File: src/starforce_pkg.sv
// shared sizes, layer codes and tile word type, imported by every module of the pixel pipeline
`default_nettype none

package starforce_pkg;

   // ============================================================
   // beam timing
   // ============================================================
   localparam int PIX_DIV       = 4;
   localparam int H_TOTAL       = 320;
   localparam int ACTIVE_START  = 16;
   localparam int ACTIVE_PIXELS = 256;
   localparam int HPOS_W        = 9;

   // ============================================================
   // tiles and palette
   // ============================================================
   localparam int TILE_W         = 8;
   localparam int TILE_BUF_DEPTH = 4;
   localparam int PAL_W          = 7;

   // layer code sits in the top two bits of the palette index
   localparam logic [1:0] LAYER_BACKDROP = 2'd0;
   localparam logic [1:0] LAYER_TILE     = 2'd1;
   localparam logic [1:0] LAYER_SPRITE   = 2'd2;

   // one host word, read either as attributes or as two bitplanes
   typedef union packed {
      struct packed {
         logic [10:0] reserved;
         logic        prio;
         logic        flip;
         logic [2:0]  color;
      } attr;
      struct packed {
         logic [7:0] plane1;
         logic [7:0] plane0;
      } data;
   } tile_word_u;

endpackage

`default_nettype wire

File: src/layer_priority.sv
// ls148-style layer select between tile, sprite and backdrop, registers the palette index
`default_nettype none

module layer_priority import starforce_pkg::*;
(
   input  wire                clk,
   input  wire                CR,
   input  wire                pix_strobe_i,
   input  wire  [1:0]         tile_pix_i,
   input  wire  [2:0]         tile_color_i,
   input  wire                tile_prio_i,
   input  wire                sprite_opaque_i,
   input  wire  [4:0]         sprite_color_i,
   output logic [PAL_W-1:0]   pixel_o,
   output logic               pixel_valid_o
);

   logic             tile_nz;
   logic [2:0]       req;
   logic [1:0]       win;
   logic [PAL_W-1:0] index;

   // pixel value 0 is transparent
   assign tile_nz = |tile_pix_i;

   // request lines, highest priority first
   assign req = {tile_prio_i & tile_nz, sprite_opaque_i, tile_nz};

   always_comb
   begin
      casez (req)
         3'b1??:  win = LAYER_TILE;
         3'b01?:  win = LAYER_SPRITE;
         3'b001:  win = LAYER_TILE;
         default: win = LAYER_BACKDROP;
      endcase
      case (win)
         LAYER_TILE:   index = {LAYER_TILE, tile_color_i, tile_pix_i};
         LAYER_SPRITE: index = {LAYER_SPRITE, sprite_color_i};
         default:      index = {LAYER_BACKDROP, {(PAL_W - 2){1'b0}}};
      endcase
   end

   // ============================================================
   // output register
   // ============================================================
   always_ff @(posedge clk or negedge CR)
   begin
      if (!CR)
      begin
         pixel_o       <= '0;
         pixel_valid_o <= 1'b0;
      end
      else
      begin
         pixel_valid_o <= pix_strobe_i;
         if (pix_strobe_i)
            pixel_o <= index;
      end
   end

endmodule

`default_nettype wire

File: src/pixel_timing.sv
// pixel clock enable and horizontal beam counter with blanking, the timebase of the pipeline
`default_nettype none

module pixel_timing import starforce_pkg::*;
(
   input  wire                clk,
   input  wire                CR,
   output logic               pix_cen_o,
   output logic [HPOS_W-1:0]  hpos_o,
   output logic               hblank_o
);

   logic [1:0]        div_cnt;
   logic              div_msb_q;
   logic [HPOS_W-1:0] hpos_next;
   logic              next_active;

   // divider, enable taken from the rising edge of its msb
   always_ff @(posedge clk or negedge CR)
   begin
      if (!CR)
      begin
         div_cnt   <= 2'd2;
         div_msb_q <= 1'b0;
         pix_cen_o <= 1'b0;
      end
      else
      begin
         if (div_cnt == 2'(PIX_DIV - 1))
            div_cnt <= 2'd0;
         else
            div_cnt <= div_cnt + 2'd1;
         div_msb_q <= div_cnt[1];
         pix_cen_o <= div_cnt[1] & ~div_msb_q;
      end
   end

   always_comb
   begin
      if (hpos_o == HPOS_W'(H_TOTAL - 1))
         hpos_next = '0;
      else
         hpos_next = hpos_o + 1'b1;
      next_active = (hpos_next >= HPOS_W'(ACTIVE_START)) &&
                    (hpos_next < HPOS_W'(ACTIVE_START + ACTIVE_PIXELS));
   end

   // beam steps two cycles after the enable, once that pixel has left the pipeline
   always_ff @(posedge clk or negedge CR)
   begin
      if (!CR)
      begin
         hpos_o   <= '0;
         hblank_o <= 1'b1;
      end
      else if (div_cnt == 2'd1)
      begin
         hpos_o   <= hpos_next;
         hblank_o <= ~next_active;
      end
   end

endmodule

`default_nettype wire

File: src/plane_shifter.sv
// ls194 pair of bitplane shifters with attribute latch, serializes one tile per 8 pixels
`default_nettype none

module plane_shifter import starforce_pkg::*;
(
   input  wire                clk,
   input  wire                CR,
   input  wire                pix_cen_i,
   input  wire  [HPOS_W-1:0]  hpos_i,
   input  wire                hblank_i,
   input  wire                tile_ready_i,
   input  wire  tile_word_u   head_word_i,
   input  wire  tile_word_u   next_word_i,
   output logic               tile_pop_o,
   output logic [1:0]         tile_pix_o,
   output logic [2:0]         tile_color_o,
   output logic               tile_prio_o,
   output logic               pix_strobe_o
);

   logic [7:0] plane0_q;
   logic [7:0] plane1_q;
   logic [7:0] load0;
   logic [7:0] load1;
   logic       flip_q;
   logic       active_cen;
   logic       tile_start;
   logic [1:0] mode;
   tile_word_u load_attr;

   assign active_cen = pix_cen_i & ~hblank_i;
   assign tile_start = active_cen && (hpos_i[$clog2(TILE_W)-1:0] == '0);
   assign tile_pop_o = tile_start & tile_ready_i;

   always_comb
   begin
      // underrun gives an all-transparent tile
      if (tile_pop_o)
      begin
         load_attr = head_word_i;
         load0     = next_word_i.data.plane0;
         load1     = next_word_i.data.plane1;
      end
      else
      begin
         load_attr = '0;
         load0     = '0;
         load1     = '0;
      end
      // S lines as on the ls194
      if (tile_start)
         mode = 2'b11;
      else if (active_cen)
         mode = flip_q ? 2'b10 : 2'b01;
      else
         mode = 2'b00;
   end

   // ============================================================
   // shift registers
   // ============================================================
   always_ff @(posedge clk)
   begin
      case (mode)
         2'b11:
         begin
            plane0_q <= load0;
            plane1_q <= load1;
         end
         2'b01:
         begin
            plane0_q <= {plane0_q[6:0], 1'b0};
            plane1_q <= {plane1_q[6:0], 1'b0};
         end
         2'b10:
         begin
            plane0_q <= {1'b0, plane0_q[7:1]};
            plane1_q <= {1'b0, plane1_q[7:1]};
         end
         default:
         begin
            plane0_q <= plane0_q;
            plane1_q <= plane1_q;
         end
      endcase
   end

   // attribute latch and pixel marker
   always_ff @(posedge clk or negedge CR)
   begin
      if (!CR)
      begin
         flip_q       <= 1'b0;
         tile_color_o <= '0;
         tile_prio_o  <= 1'b0;
         pix_strobe_o <= 1'b0;
      end
      else
      begin
         pix_strobe_o <= active_cen;
         if (tile_start)
         begin
            flip_q       <= load_attr.attr.flip;
            tile_color_o <= load_attr.attr.color;
            tile_prio_o  <= load_attr.attr.prio;
         end
      end
   end

   // flipped tiles read out from the lsb end
   assign tile_pix_o = flip_q ? {plane1_q[0], plane0_q[0]} : {plane1_q[7], plane0_q[7]};

endmodule

`default_nettype wire

File: src/sprite_hit.sv
// sprite column finder, ls283 subtract and ls85 range test, gives the sprite pixel per beam position
`default_nettype none

module sprite_hit import starforce_pkg::*;
(
   input  wire                clk,
   input  wire                CR,
   input  wire                pix_cen_i,
   input  wire  [HPOS_W-1:0]  hpos_i,
   input  wire  [7:0]         sprite_x_i,
   input  wire  [7:0]         sprite_pattern_i,
   output logic               sprite_opaque_o
);

   logic [HPOS_W-1:0] sub_val;
   logic [HPOS_W-1:0] col;
   logic              no_borrow;
   logic              in_tile;
   logic              pat_bit;

   // left edge of the sprite in beam coordinates
   assign sub_val = HPOS_W'(ACTIVE_START) + HPOS_W'(sprite_x_i);

   // adder chain, a - b as a + ~b + 1
   // carry out set means the beam is at or right of the sprite
   assign {no_borrow, col} = {1'b0, hpos_i} + {1'b0, ~sub_val} + 1'b1;

   // magnitude test against the sprite width
   assign in_tile = no_borrow && (col < HPOS_W'(TILE_W));

   // bit 7 is the leftmost column
   assign pat_bit = sprite_pattern_i[3'd7 - col[$clog2(TILE_W)-1:0]];

   // sampled on the enable, lines up with the shifter output
   always_ff @(posedge clk or negedge CR)
   begin
      if (!CR)
         sprite_opaque_o <= 1'b0;
      else if (pix_cen_i)
         sprite_opaque_o <= in_tile & pat_bit;
   end

endmodule

`default_nettype wire

File: src/starforce_video_top.sv
// top of the tile and sprite scanline pipeline, connects timing, buffer, shifter, sprite and mixer
`default_nettype none

module starforce_video_top import starforce_pkg::*;
(
   input  wire                clk,
   input  wire                CR,
   input  wire                tile_send_i,
   input  wire  [15:0]        tile_word_i,
   output logic               credit_o,
   input  wire  [7:0]         sprite_x_i,
   input  wire  [7:0]         sprite_pattern_i,
   input  wire  [4:0]         sprite_color_i,
   output logic [PAL_W-1:0]   pixel_o,
   output logic               pixel_valid_o,
   output logic               hblank_o
);

   logic              pix_cen;
   logic [HPOS_W-1:0] hpos;
   tile_word_u        head_word;
   tile_word_u        next_word;
   logic              tile_ready;
   logic              tile_pop;
   logic [1:0]        tile_pix;
   logic [2:0]        tile_color;
   logic              tile_prio;
   logic              pix_strobe;
   logic              sprite_opaque;

   pixel_timing u_pixel_timing (
      .clk       (clk),
      .CR        (CR),
      .pix_cen_o (pix_cen),
      .hpos_o    (hpos),
      .hblank_o  (hblank_o)
   );

   tile_word_buffer u_tile_word_buffer (
      .clk          (clk),
      .CR           (CR),
      .tile_send_i  (tile_send_i),
      .tile_word_i  (tile_word_i),
      .tile_pop_i   (tile_pop),
      .head_word_o  (head_word),
      .next_word_o  (next_word),
      .tile_ready_o (tile_ready),
      .credit_o     (credit_o)
   );

   plane_shifter u_plane_shifter (
      .clk          (clk),
      .CR           (CR),
      .pix_cen_i    (pix_cen),
      .hpos_i       (hpos),
      .hblank_i     (hblank_o),
      .tile_ready_i (tile_ready),
      .head_word_i  (head_word),
      .next_word_i  (next_word),
      .tile_pop_o   (tile_pop),
      .tile_pix_o   (tile_pix),
      .tile_color_o (tile_color),
      .tile_prio_o  (tile_prio),
      .pix_strobe_o (pix_strobe)
   );

   sprite_hit u_sprite_hit (
      .clk              (clk),
      .CR               (CR),
      .pix_cen_i        (pix_cen),
      .hpos_i           (hpos),
      .sprite_x_i       (sprite_x_i),
      .sprite_pattern_i (sprite_pattern_i),
      .sprite_opaque_o  (sprite_opaque)
   );

   layer_priority u_layer_priority (
      .clk             (clk),
      .CR              (CR),
      .pix_strobe_i    (pix_strobe),
      .tile_pix_i      (tile_pix),
      .tile_color_i    (tile_color),
      .tile_prio_i     (tile_prio),
      .sprite_opaque_i (sprite_opaque),
      .sprite_color_i  (sprite_color_i),
      .pixel_o         (pixel_o),
      .pixel_valid_o   (pixel_valid_o)
   );

endmodule

`default_nettype wire

File: src/tile_word_buffer.sv
// four-word buffer between the host tile stream and the shifter, paid back in credits
`default_nettype none

module tile_word_buffer import starforce_pkg::*;
(
   input  wire               clk,
   input  wire               CR,
   input  wire               tile_send_i,
   input  wire        [15:0] tile_word_i,
   input  wire               tile_pop_i,
   output tile_word_u        head_word_o,
   output tile_word_u        next_word_o,
   output logic              tile_ready_o,
   output logic              credit_o
);

   tile_word_u                        mem [TILE_BUF_DEPTH];
   logic [$clog2(TILE_BUF_DEPTH)-1:0] wr_ptr;
   logic [$clog2(TILE_BUF_DEPTH)-1:0] rd_ptr;
   logic [$clog2(TILE_BUF_DEPTH)-1:0] rd_ptr_pair;
   logic [$clog2(TILE_BUF_DEPTH):0]   fill;
   logic [$clog2(TILE_BUF_DEPTH):0]   fill_next;
   logic [2:0]                        pend;
   logic [2:0]                        pend_sum;

   // storage, sender never overruns thanks to credits
   always_ff @(posedge clk)
   begin
      if (tile_send_i)
         mem[wr_ptr] <= tile_word_u'(tile_word_i);
   end

   assign rd_ptr_pair  = rd_ptr + 1'b1;
   assign head_word_o  = mem[rd_ptr];
   assign next_word_o  = mem[rd_ptr_pair];
   assign tile_ready_o = (fill >= 2);

   always_comb
   begin
      fill_next = fill;
      if (tile_send_i)
         fill_next = fill_next + 1'b1;
      if (tile_pop_i)
         fill_next = fill_next - 2'd2;
      // each pop frees an attribute slot and a data slot
      pend_sum = pend;
      if (tile_pop_i)
         pend_sum = pend_sum + 3'd2;
   end

   // ============================================================
   // pointers, fill level, credit return
   // ============================================================
   always_ff @(posedge clk or negedge CR)
   begin
      if (!CR)
      begin
         wr_ptr   <= '0;
         rd_ptr   <= '0;
         fill     <= '0;
         pend     <= '0;
         credit_o <= 1'b0;
      end
      else
      begin
         if (tile_send_i)
            wr_ptr <= wr_ptr + 1'b1;
         if (tile_pop_i)
            rd_ptr <= rd_ptr + 2'd2;
         fill <= fill_next;
         // one credit pulse per freed slot
         credit_o <= (pend_sum != '0);
         if (pend_sum != '0)
            pend <= pend_sum - 3'd1;
         else
            pend <= '0;
      end
   end

endmodule

`default_nettype wire

File: config.mk
export PLATFORM = sky130hd
export DESIGN_NAME = starforce_video_top
export DESIGN_NICKNAME = d
export VERILOG_FILES = /design/src/starforce_pkg.sv /design/src/layer_priority.sv /design/src/pixel_timing.sv /design/src/plane_shifter.sv /design/src/sprite_hit.sv /design/src/starforce_video_top.sv /design/src/tile_word_buffer.sv
export SDC_FILE = /design/constraint.sdc
export NUM_CORES = 1
export LEC_CHECK = 0
export BUFFER_PORTS_ARGS = -buffer_cell sky130_fd_sc_hd__buf_4
export CELL_PAD_IN_SITES_DETAIL_PLACEMENT = 1
export CELL_PAD_IN_SITES_GLOBAL_PLACEMENT = 2
export CORE_UTILIZATION = 30
export CTS_CLUSTER_DIAMETER = 50
export CTS_CLUSTER_SIZE = 10
export DETAILED_ROUTE_END_ITERATION = 10
export PLACE_DENSITY = 0.59
export SLEW_MARGIN = 20
export SYNTH_ARGS = -nofsm -noshare
export SYNTH_HDL_FRONTEND = slang
export SYNTH_SLANG_ARGS = --single-unit
export TNS_END_PERCENT = 1
File: constraint.sdc
create_clock -name clk -period 3.8 [get_ports clk]
set_input_delay 0.38 -clock clk [delete_from_list [all_inputs] [get_ports clk]]
set_output_delay 0.38 -clock clk [all_outputs]
set_load 0.01 [all_outputs]
# ---- Word-level counts from Yosys, hierarchy flattened
# Memory sizes are Yosys's and may differ from the RTL's.
# Cells that the tools add are included.
dict set report word_totals {
  regBits 56
  ram_bits 64
  inputBits 40
  output_inout_bits 10
  word_cells 86
  mem_count 1
}
dict set report classes {
  n_addsub 13
  magnitude_cmp 5
  n_eq_ne 10
  n_mux 21
  bitwise_logic 9
  n_reduce_logical 8
}
# memory depth word_bits rd rd_clocked_by_memory_dff wr line_no
set mem_list {}
lappend mem_list {u_tile_word_buffer.mem 4 16 2 0 1 tile_word_buffer.sv:17} ;# tile_word_u mem [TILE_BUF_DEPTH];
# operator count
set ops {}
lappend ops {{case mux 8 bit (3 select lines)} 2}
lappend ops {{2-to-1 mux 8 bit} 2}
lappend ops {{case mux 7 bit (2 select lines)} 1}
lappend ops {{2-to-1 mux 3 bit} 4}
lappend ops {{adder 10 x 1 -> 10 bit, second input constant} 1}
lappend ops {{adder 9 x 9 -> 10 bit} 1}
lappend ops {{2-to-1 mux 2 bit} 5}
lappend ops {{adder 5 x 8 -> 9 bit, first input constant} 1}
lappend ops {{adder 9 x 1 -> 9 bit, second input constant} 1}
lappend ops {{equality test 9 bit, second input constant} 1}
lappend ops {{greater-or-equal comparator 9 x 5 -> 1 bit, second input constant} 1}
lappend ops {{< comparator 9 x 4 -> 1 bit, second input constant} 1}
lappend ops {{< comparator 9 bit, second input constant} 1}
lappend ops {{2-to-1 mux 9 bit} 1}
lappend ops {{inverter 9 bit} 1}
lappend ops {{equality test 2 x 1 -> 1 bit, second input constant} 4}
lappend ops {{equality test 2 bit, second input constant} 4}
lappend ops {{adder 2 x 1 -> 2 bit, second input constant} 3}
lappend ops {{nonzero test 3 bit} 2}
lappend ops {{bitwise AND 1 bit} 5}
lappend ops {{2-to-1 mux 5 bit} 1}
lappend ops {{< comparator 3 x 4 -> 1 bit, second input constant} 1}
lappend ops {{case mux 2 bit (2 select lines)} 1}
lappend ops {{OR reduction 2 bit} 2}
lappend ops {{13 further kinds} 19}

# ---- Logic depth before layout (Yosys ltp)
# Gate-level depths: netlist of run 1.
dict set report logic_depth {
  word_depth 8
  depth_mapped 12
  mapped_depth_nobuf 11
}

# ---- Modules after synthesis
# From an unflattened synthesis of run 1, not the netlist that was laid out.
dict set report hier_totals {
  cells_unflattened 451
  area_unflattened_um2 5947.0
}
# mod n_inst cells_each area_per_inst_um2 seq_area_each_um2
set modules_own_cells {}
lappend modules_own_cells {tile_word_buffer 1 152 2882.8 2172.1}
lappend modules_own_cells {plane_shifter 1 108 1209.9 630.6}
lappend modules_own_cells {pixel_timing 1 74 783.3 352.8}
lappend modules_own_cells {sprite_hit 1 80 650.6 25.0}
lappend modules_own_cells {layer_priority 1 37 420.4 200.2}

# ---- Least setup slack after synthesis of run 1
# OpenSTA, ideal clock, no wires.
dict set report synth_path {
  path_type {reg-to-reg}
  start {register u_pixel_timing.hpos_o[1]}
  end {register u_plane_shifter.plane1_q[5], data pin}
  setup_time_ps 146
  arrival_time_ps 2154
  t_required_ps 3654
  slack_ps 1501
  path_stages_with_launch 12
  n_path_buf 1
  period_less_slack_ps 2299
  cell_sequence {dfrtp_1 > inv_1 > ha_1 > nor2b_1 > nand2_1 > nand2_1 > nand2_1 > ha_1 > nor2b_1 > clkbuf_1 > a22oi_1 > o21ai_1}
}
dict set report synth_between {
  elab_chain_len 5
  elab_cells_between_ends 9
  cone_classes {3 x eq/ne; 3 x mux; 1 x bitwise; 2 x reduce/logical}
}
# item line_no
set synth_rtl {}
lappend synth_rtl {{from (decl)} pixel_timing.sv:9} ;# output logic [HPOS_W-1:0] hpos_o,
lappend synth_rtl {{from (signal assigned)} pixel_timing.sv:58} ;# hpos_o <= hpos_next;
lappend synth_rtl {{logical NOT 3 bit (*)} plane_shifter.sv:32} ;# assign tile_start = active_cen && (hpos_i[$clog2(TILE_W)-1:0] == '0);
lappend synth_rtl {{logical AND 1 bit (*)} plane_shifter.sv:32}
lappend synth_rtl {{2-to-1 mux 2 bit / bitwise AND 1 bit (equally long branches)} {plane_shifter.sv:51, plane_shifter.sv:33}}
lappend synth_rtl {{equality test 2 bit (tied with other cells)} plane_shifter.sv:64} ;# case (mode)
lappend synth_rtl {{case mux 8 bit (3 select lines) (*)} plane_shifter.sv:64}
lappend synth_rtl {{to (signal assigned)} plane_shifter.sv:68} ;# plane1_q <= load1;
lappend synth_rtl {{to (signal assigned)} plane_shifter.sv:73} ;# plane1_q <= {plane1_q[6:0], 1'b0};
lappend synth_rtl {{to (signal assigned)} plane_shifter.sv:78} ;# plane1_q <= {1'b0, plane1_q[7:1]};
lappend synth_rtl {{to (decl)} plane_shifter.sv:22} ;# logic [7:0] plane1_q;
# Mark *: on every way between the ends. The rest lies on a longest branch, timed or not.
# A chain may end at the register's enable or synchronous reset.

# ---- Worst setup path in the final report of run 1
dict set report layout_path {
  start {register u_pixel_timing.hpos_o[0]}
  end {register u_plane_shifter.plane1_q[3], data pin}
}
# The elaborated chain is that of the path after synthesis.

==> results of run 1 <==
## stage by stage
stage	cells	total power [W]	hold WS, ns	util
6_report	642	0.002446	0.004657	0.3671
5_1_grt	642	0.002570	0.02783	0.3671
2_1_floorplan	374	0.001457	0.08441	-
3_3_place_gp	626	0.001563	0.3868	0.3478
3_5_place_dp	626	0.001577	0.4000	0.3478
4_1_cts	642	0.002492	0.02787	0.3670
## where the power goes
part           switching [W]  internal [W]  total [W]  leakage, nW
logic               0.000153      0.000107   0.000261         1.05
clock network       0.000393      0.000512   0.000904        0.141
registers          0.0000430       0.00124    0.00128        0.981
## worst max-delay path: stages (launching register included)
cell and delay [ns]:
dfrtp_1 0.41, inv_1 0.16, ha_1 0.16, nor2b_1 0.19
nand2_1 0.19, nand2_1 0.13, nand2_1 0.10, ha_1 0.34
nand2_1 0.45, o21ai_1 0.16
## metal layers
layer,track usage,vias up
li1,-,1466
met1,0.1766,1446
met2,0.2140,41
met3,0.03099,8
met4,0.05252,0
met5,0,-
## synth_stat cells, drive strengths merged, types with 7 or more instances
| cell | instances | area share |
|---|---|---|
| mux2 | 9 | 0.022 |
| o21ai | 35 | 0.037 |
| mux2i | 22 | 0.047 |
| nand2 | 26 | 0.021 |
| dfrtp | 37 | 0.20 |
| edfxtp | 58 | 0.37 |
| inv | 25 | 0.020 |
| xnor2 | 12 | 0.022 |
| o22ai | 7 | 0.0093 |
| nor2 | 12 | 0.0096 |
| xor2 | 7 | 0.013 |
| nand2b | 8 | 0.011 |
| a22oi | 19 | 0.030 |
| clkbuf | 11 | 0.0088 |
| ha | 29 | 0.077 |
## path summary, 6_finish.rpt
kind                       slack, ns  cells after the start                                        to                                 start
setup / recovery                1.24                      9     u_plane_shifter.plane1_q[3]$_DFFE_PP_  u_pixel_timing.hpos_o[0]$_DFFE_PN0N_
hold / removal                 0.005                      1  u_tile_word_buffer.wr_ptr[1]$_DFFE_PN0P_                                    CR
setup reg to reg                1.24                      9     u_plane_shifter.plane1_q[3]$_DFFE_PP_  u_pixel_timing.hpos_o[0]$_DFFE_PN0N_
hold reg to reg                 0.41                      1        u_pixel_timing.pix_cen_o$_DFF_PN0_    u_pixel_timing.div_msb_q$_DFF_PN0_
max in group asynchronous       3.41                      1  u_tile_word_buffer.rd_ptr[1]$_DFFE_PN0P_                                    CR
min in group clk                0.22                      1   u_tile_word_buffer.mem[1][13]$_DFFE_PP_                       tile_word_i[13]
## cell usage in the layout, fill, tap and decap left out, types with 12 or more instances in the layout
| cell | instances |
|---|---|
| nor2_1 | 12 |
| ha_1 | 29 |
| inv_1 | 25 |
| xnor2_1 | 12 |
| edfxtp_1 | 58 |
| buf_4 | 53 |
| nand2_1 | 26 |
| mux2i_1 | 22 |
| o21ai_1 | 26 |
| dfrtp_1 | 36 |
| a22oi_1 | 19 |
## sequential cells by signal (all words and copies together), names as in the netlist, 2 cells and up
| signal | cells |
|---|---|
| u_plane_shifter.plane0_q | 8 |
| u_plane_shifter.tile_color_o | 3 |
| u_tile_word_buffer.wr_ptr | 2 |
| u_pixel_timing.hpos_o | 9 |
| u_pixel_timing.div_cnt | 2 |
| u_tile_word_buffer.pend | 3 |
| u_layer_priority.pixel_o | 7 |
| u_tile_word_buffer.fill | 3 |
| u_plane_shifter.plane1_q | 8 |
| u_tile_word_buffer.mem | 42 |
## cell type report
type	count	area, sq um	area share
Tap cell	211	264.0	0.04713
Multi-Input combinational cell	240	1832	0.3270
Timing Repair Buffer	53	397.9	0.07103
Clock inverter	6	63.81	0.01139
Sequential cell	97	2721	0.4858
Inverter	25	93.84	0.01675
Clock buffer	10	229.0	0.04088
## logic make-up (layout without fill, tap and decap cells)
group,Yosys count,after routing,share of synthesized area
fa+ha+maj,30,30,0.08149
xor+xnor,19,19,0.03542
flops,97,97,0.5790
compound gates,78,78,0.1036
mux,33,33,0.07882
buf+inv,37,94,0.03116
simple gates,80,80,0.09055
==> impl_metrics.ini, run 1 <==
[outcome]
status = completed

[floorplanning]
initial_core_util = 0.3079
die_y_um = 127.1
core_sq_um = 15260
design.portCount = 50
num_rows = 45
die_w_um = 127.1
die_area_sq_um = 16170

[detailed_routing]
m1WireLength_um = 4810
highest_layer = met4
wl_met3_um = 330
routedWlPerCell_um = 15.50
vias = 2961
avgViaCountPerCell = 4.612
drtIter0Drc = 132
met2WireLength_um = 4672
ant_nets = 0
wirelength_um = 9952
dr.pass1.iters = 4
drc = 0

[synthesis]
synth_cell_type_count = 47
yosys_register_bits = 97
synth_area_sq_um = 4698
syn_inst = 374
ys_dominant_reg_cell = edfxtp_1
yosysWarnings = 0
syn-num-nets = 444
synth-edff-count = 58
ys_seq_area_frac = 0.5790
synthArstFlopShare = 0.4021
postSynthAreaPerCell_sq_um = 12.56

[pwr]
leakage_nw = 2.173
p_per_area_nw_per_um2 = 436.7
peakVddDrop_mv = 0.3061

[sta]
layout_setup_ws_ns = 1.237
period_minus_slack_ns = 2.563
finalSetupViolCount = 0
worst_pin_slew_ns = 0.8457
finalSetupTns_ns = 0
maxSlewViolCount = 0
clock_skew_ns = 0.009589
fmax_mhz = 390.2
rsz0062_at_grt = no
slew_headroom = 0.4362
min_period_over_period = 0.6744
finalHoldViolations = 0

[clock_tree]
cts_setup_buffers = 0
cts_tree = done
clockBufferDepth = 2
h-tree-depth = 3
cts_buffers = 9
ctsResizeCount = 0
ctsHoldBuffers = 0
clk_root_buffer_cell = clkbuf_16
clk_pin_slew_ns = 0.07
insertion_delay_ns = 0.34
cts_sinks = 97

[worst_setup_path]
worstSetupEndpointType = register
cp.arrival_ns = 2.63
path_class = register to register
cp_max_fo = 16
crit_path_start_kind = register
cp.required_ns = 3.87

[final_layout]
areaGrowthSynthToFinish_pct = 19.23
design_area_sq_um = 5602
n_antenna_cell = 0
drive_gt1_frac = 0.1879
n_fill_cell = 1645
finalNetCount = 496

[global_routing]
grt_antenna_before_repair = 0
grt.overflow.total = 0
grt_pass1_vias = 3121
grt_pass1_wl_um = 16410
grt_start_max_net_pins = 40
grtUsageTotal = 0.1340

[worst_hold_path]
hold_class = primary input to async pin

[place]
placed_area_sq_um = 5308
place_ws_ns = 1.193
portBuffers = 49
dpl.hpwl_um = 7346
gp_congestion = 0.7265

[job]
cap_viol_max_count = 0
No activity file was read; power rests on OpenSTA's default activity.
==> run 2: changes to the inputs <==
--- a/config.mk
+++ b/config.mk
@@ -12,7 +12,7 @@
 export CTS_CLUSTER_DIAMETER = 50
 export CTS_CLUSTER_SIZE = 10
 export DETAILED_ROUTE_END_ITERATION = 10
-export PLACE_DENSITY = 0.59
+export PLACE_DENSITY = 0.61
 export SLEW_MARGIN = 20
 export SYNTH_ARGS = -nofsm -noshare
 export SYNTH_HDL_FRONTEND = slang
==> constraint.sdc (replaced) <==
create_clock -name clk -period 2.15 [get_ports clk]
set_input_delay 0.215 -clock clk [delete_from_list [all_inputs] [get_ports clk]]
set_output_delay 0.215 -clock clk [all_outputs]
set_load 0.01 [all_outputs]
==> run 2 against run 1 <==
Against the previous run: the run now ends with negative setup slack left; sequential power increased by 77%; flip-flop and latch count unchanged; design area rose by 6.5%; sequential share of layout area fell by 3.0 points; via count up 4.7%; clock-buffer cell count fell by 1; largest cell class unchanged; critical path depth unchanged.
==> impl_metrics.ini, run 2 (synthesis gave the netlist of run 1 again) <==
[detailed_routing]
m1WireLength_um = 4831
drc = 0
wl_met3_um = 296
ant_nets = 0
dr.pass1.iters = 4
met2WireLength_um = 4969
drtIter0Drc = 92
avgViaCountPerCell = 4.655
wirelength_um = 10270
vias = 3100
highest_layer = met4
routedWlPerCell_um = 15.42

[floorplanning]
initial_core_util = 0.3079
design.portCount = 50
die_y_um = 127.1
die_w_um = 127.1
num_rows = 45
core_sq_um = 15260
die_area_sq_um = 16170

[final_layout]
design_area_sq_um = 5968
multi_input_comb_area_sq_um = 1967
largest_reg_flops = 42
fin_util = 0.3911
n_fill_cell = 1629
final_common_cell = buf_4
top_regs = u_tile_word_buffer.mem (42), u_pixel_timing.hpos_o (9)
top_register = u_tile_word_buffer.mem
drive_gt1_frac = 0.2857
n_antenna_cell = 0
regArea_sq_um = 2720
areaGrowthSynthToFinish_pct = 27.03
final_cell_mix = 72 x buf_4, 58 x edfxtp_1, 37 x dfrtp_1, 27 x ha_1, 25 x o21ai_1
finalNetCount = 520

[outcome]
status = complete, but fails checks
failed_checks = negative setup slack

[global_routing]
grtUsageTotal = 0.1408
grt.overflow.total = 0
grt_start_max_net_pins = 40
grt_pass1_wl_um = 17440
grt_antenna_before_repair = 0
grt_pass1_vias = 3380

[clock_tree]
cts_tree = done
cts_sinks = 97
clk_pin_slew_ns = 0.07
clk_root_buffer_cell = clkbuf_16
cts_buffers = 9
clockBufferDepth = 2
insertion_delay_ns = 0.35
h-tree-depth = 3

[place]
placed_area_sq_um = 5498
place_ws_ns = -0.4629
dpl.hpwl_um = 7473
portBuffers = 49
gp_congestion = 0.6939

[sta]
hold_ws_ns = 0.04210
clock_skew_ns = 0.009227
rsz0062_at_grt = yes
period_minus_slack_ns = 2.241
layout_setup_ws_ns = -0.09097
fmax_mhz = 446.2
slew_headroom = 0.6230
finalSetupViolCount = 2
min_period_over_period = 1.042
finalHoldViolations = 0
worst_pin_slew_ns = 0.5655
maxSlewViolCount = 0

[worst_setup_path]
cp_max_fo = 2
worstSetupEndpointType = register
crit_path_start_kind = register
cp.required_ns = 2.39
worstReg2RegStart = u_pixel_timing.hpos_o[0]$_DFFE_PN0N_
critPathLaunch = u_pixel_timing.hpos_o[0]$_DFFE_PN0N_
critPathBufInv = 2
cp_slowest_stage_delay_ns = 0.55
crit_chain = inv_2 > buf_6 > ha_4 > fa_2 > mux4_2 > mux2_4 > o211ai_1 > a211o_1 > o41ai_2
cp.arrival_ns = 2.48
critPathSlowestCell = fa_2
path_class = register to register
crit_family = adder cells

[pwr]
p_per_area_nw_per_um2 = 742.2
leakage_nw = 2.350
peakVddDrop_mv = 0.4378

[worst_hold_path]
hold_class = primary input to register
holdCritStartpoint = tile_word_i[10]

[job]
cap_viol_max_count = 0
-- run 2: changes by cell type in the layout (fill, tap and decap cells not counted), sizes merged --
| cell | change |
|---|---|
| clkbuf | -1 |
| dlygate4sd3 | +1 |
| inv | +1 |
| clkinvlp | -1 |
| clkinv | +1 |
| buf | +23 |
-- run 2: worst paths after layout --
| check | end | slack, ns | depth (start not counted) |
|---|---|---|---|
| setup reg to reg | u_sprite_hit.sprite_opaque_o$_DFFE_PN0P_ | -0.09 | 9 |
| hold reg to reg | u_pixel_timing.pix_cen_o$_DFF_PN0_ | 0.40 | 1 |
| setup / recovery | u_sprite_hit.sprite_opaque_o$_DFFE_PN0P_ | -0.09 | 9 |
| max in group asynchronous | u_pixel_timing.div_msb_q$_DFF_PN0_ | 1.36 | 2 |
| hold / removal | u_tile_word_buffer.mem[1][10]$_DFFE_PP_ | 0.04 | 1 |
| min in group asynchronous | u_tile_word_buffer.wr_ptr[1]$_DFFE_PN0P_ | 0.39 | 2 |
-- run 2: timing repair --
action / in CTS / in global routing
setup endpoints to repair: 17 / 23
hold endpoints to repair: 37 / 0
hold buffers: 1 / 0
gates resized for setup: 15 / 18
cloned: 0 / 0
setup buffers: 1 / 0
pin swaps: 4 / 1
-- run 2: where the power goes --
| group | switching, W | leakage (nW) | internal (W) |
|---|---|---|---|
| clock | 0.000752 | 0.151 | 0.000923 |
| sequential | 0.0000769 | 0.983 | 0.00218 |
| combinational | 0.000282 | 1.22 | 0.000211 |
| total | 0.00111 | 2.35 | 0.00332 |
-- run 2: through the flow --
stage | setup TNS, ns | total power [W] | instances
after floorplan | -0.3511 | 0.002574 | 374
after global placement | -5.535 | 0.002766 | 648
after detailed placement | -6.299 | 0.002793 | 648
after CTS | -0.1995 | 0.004500 | 666
after global routing | -0.8387 | 0.004661 | 666
final | -0.1006 | 0.004430 | 666
-- run 2: routing by layer --
| metal | vias to the layer above | global-route usage |
|---|---|---|
| met5 | - | 0 |
| met4 | 0 | 0.05672 |
| met3 | 11 | 0.02303 |
| met2 | 47 | 0.2334 |
| met1 | 1531 | 0.1840 |
| li1 | 1511 | - |
-- run 2: final cells by class --
type,count,share of cell area
Tap cell,211,0.04423
Clock inverter,7,0.01426
Clock buffer,9,0.03774
Inverter,25,0.01572
Multi-Input combinational cell,240,0.3296
Sequential cell,97,0.4558
Timing Repair Buffer,77,0.1027
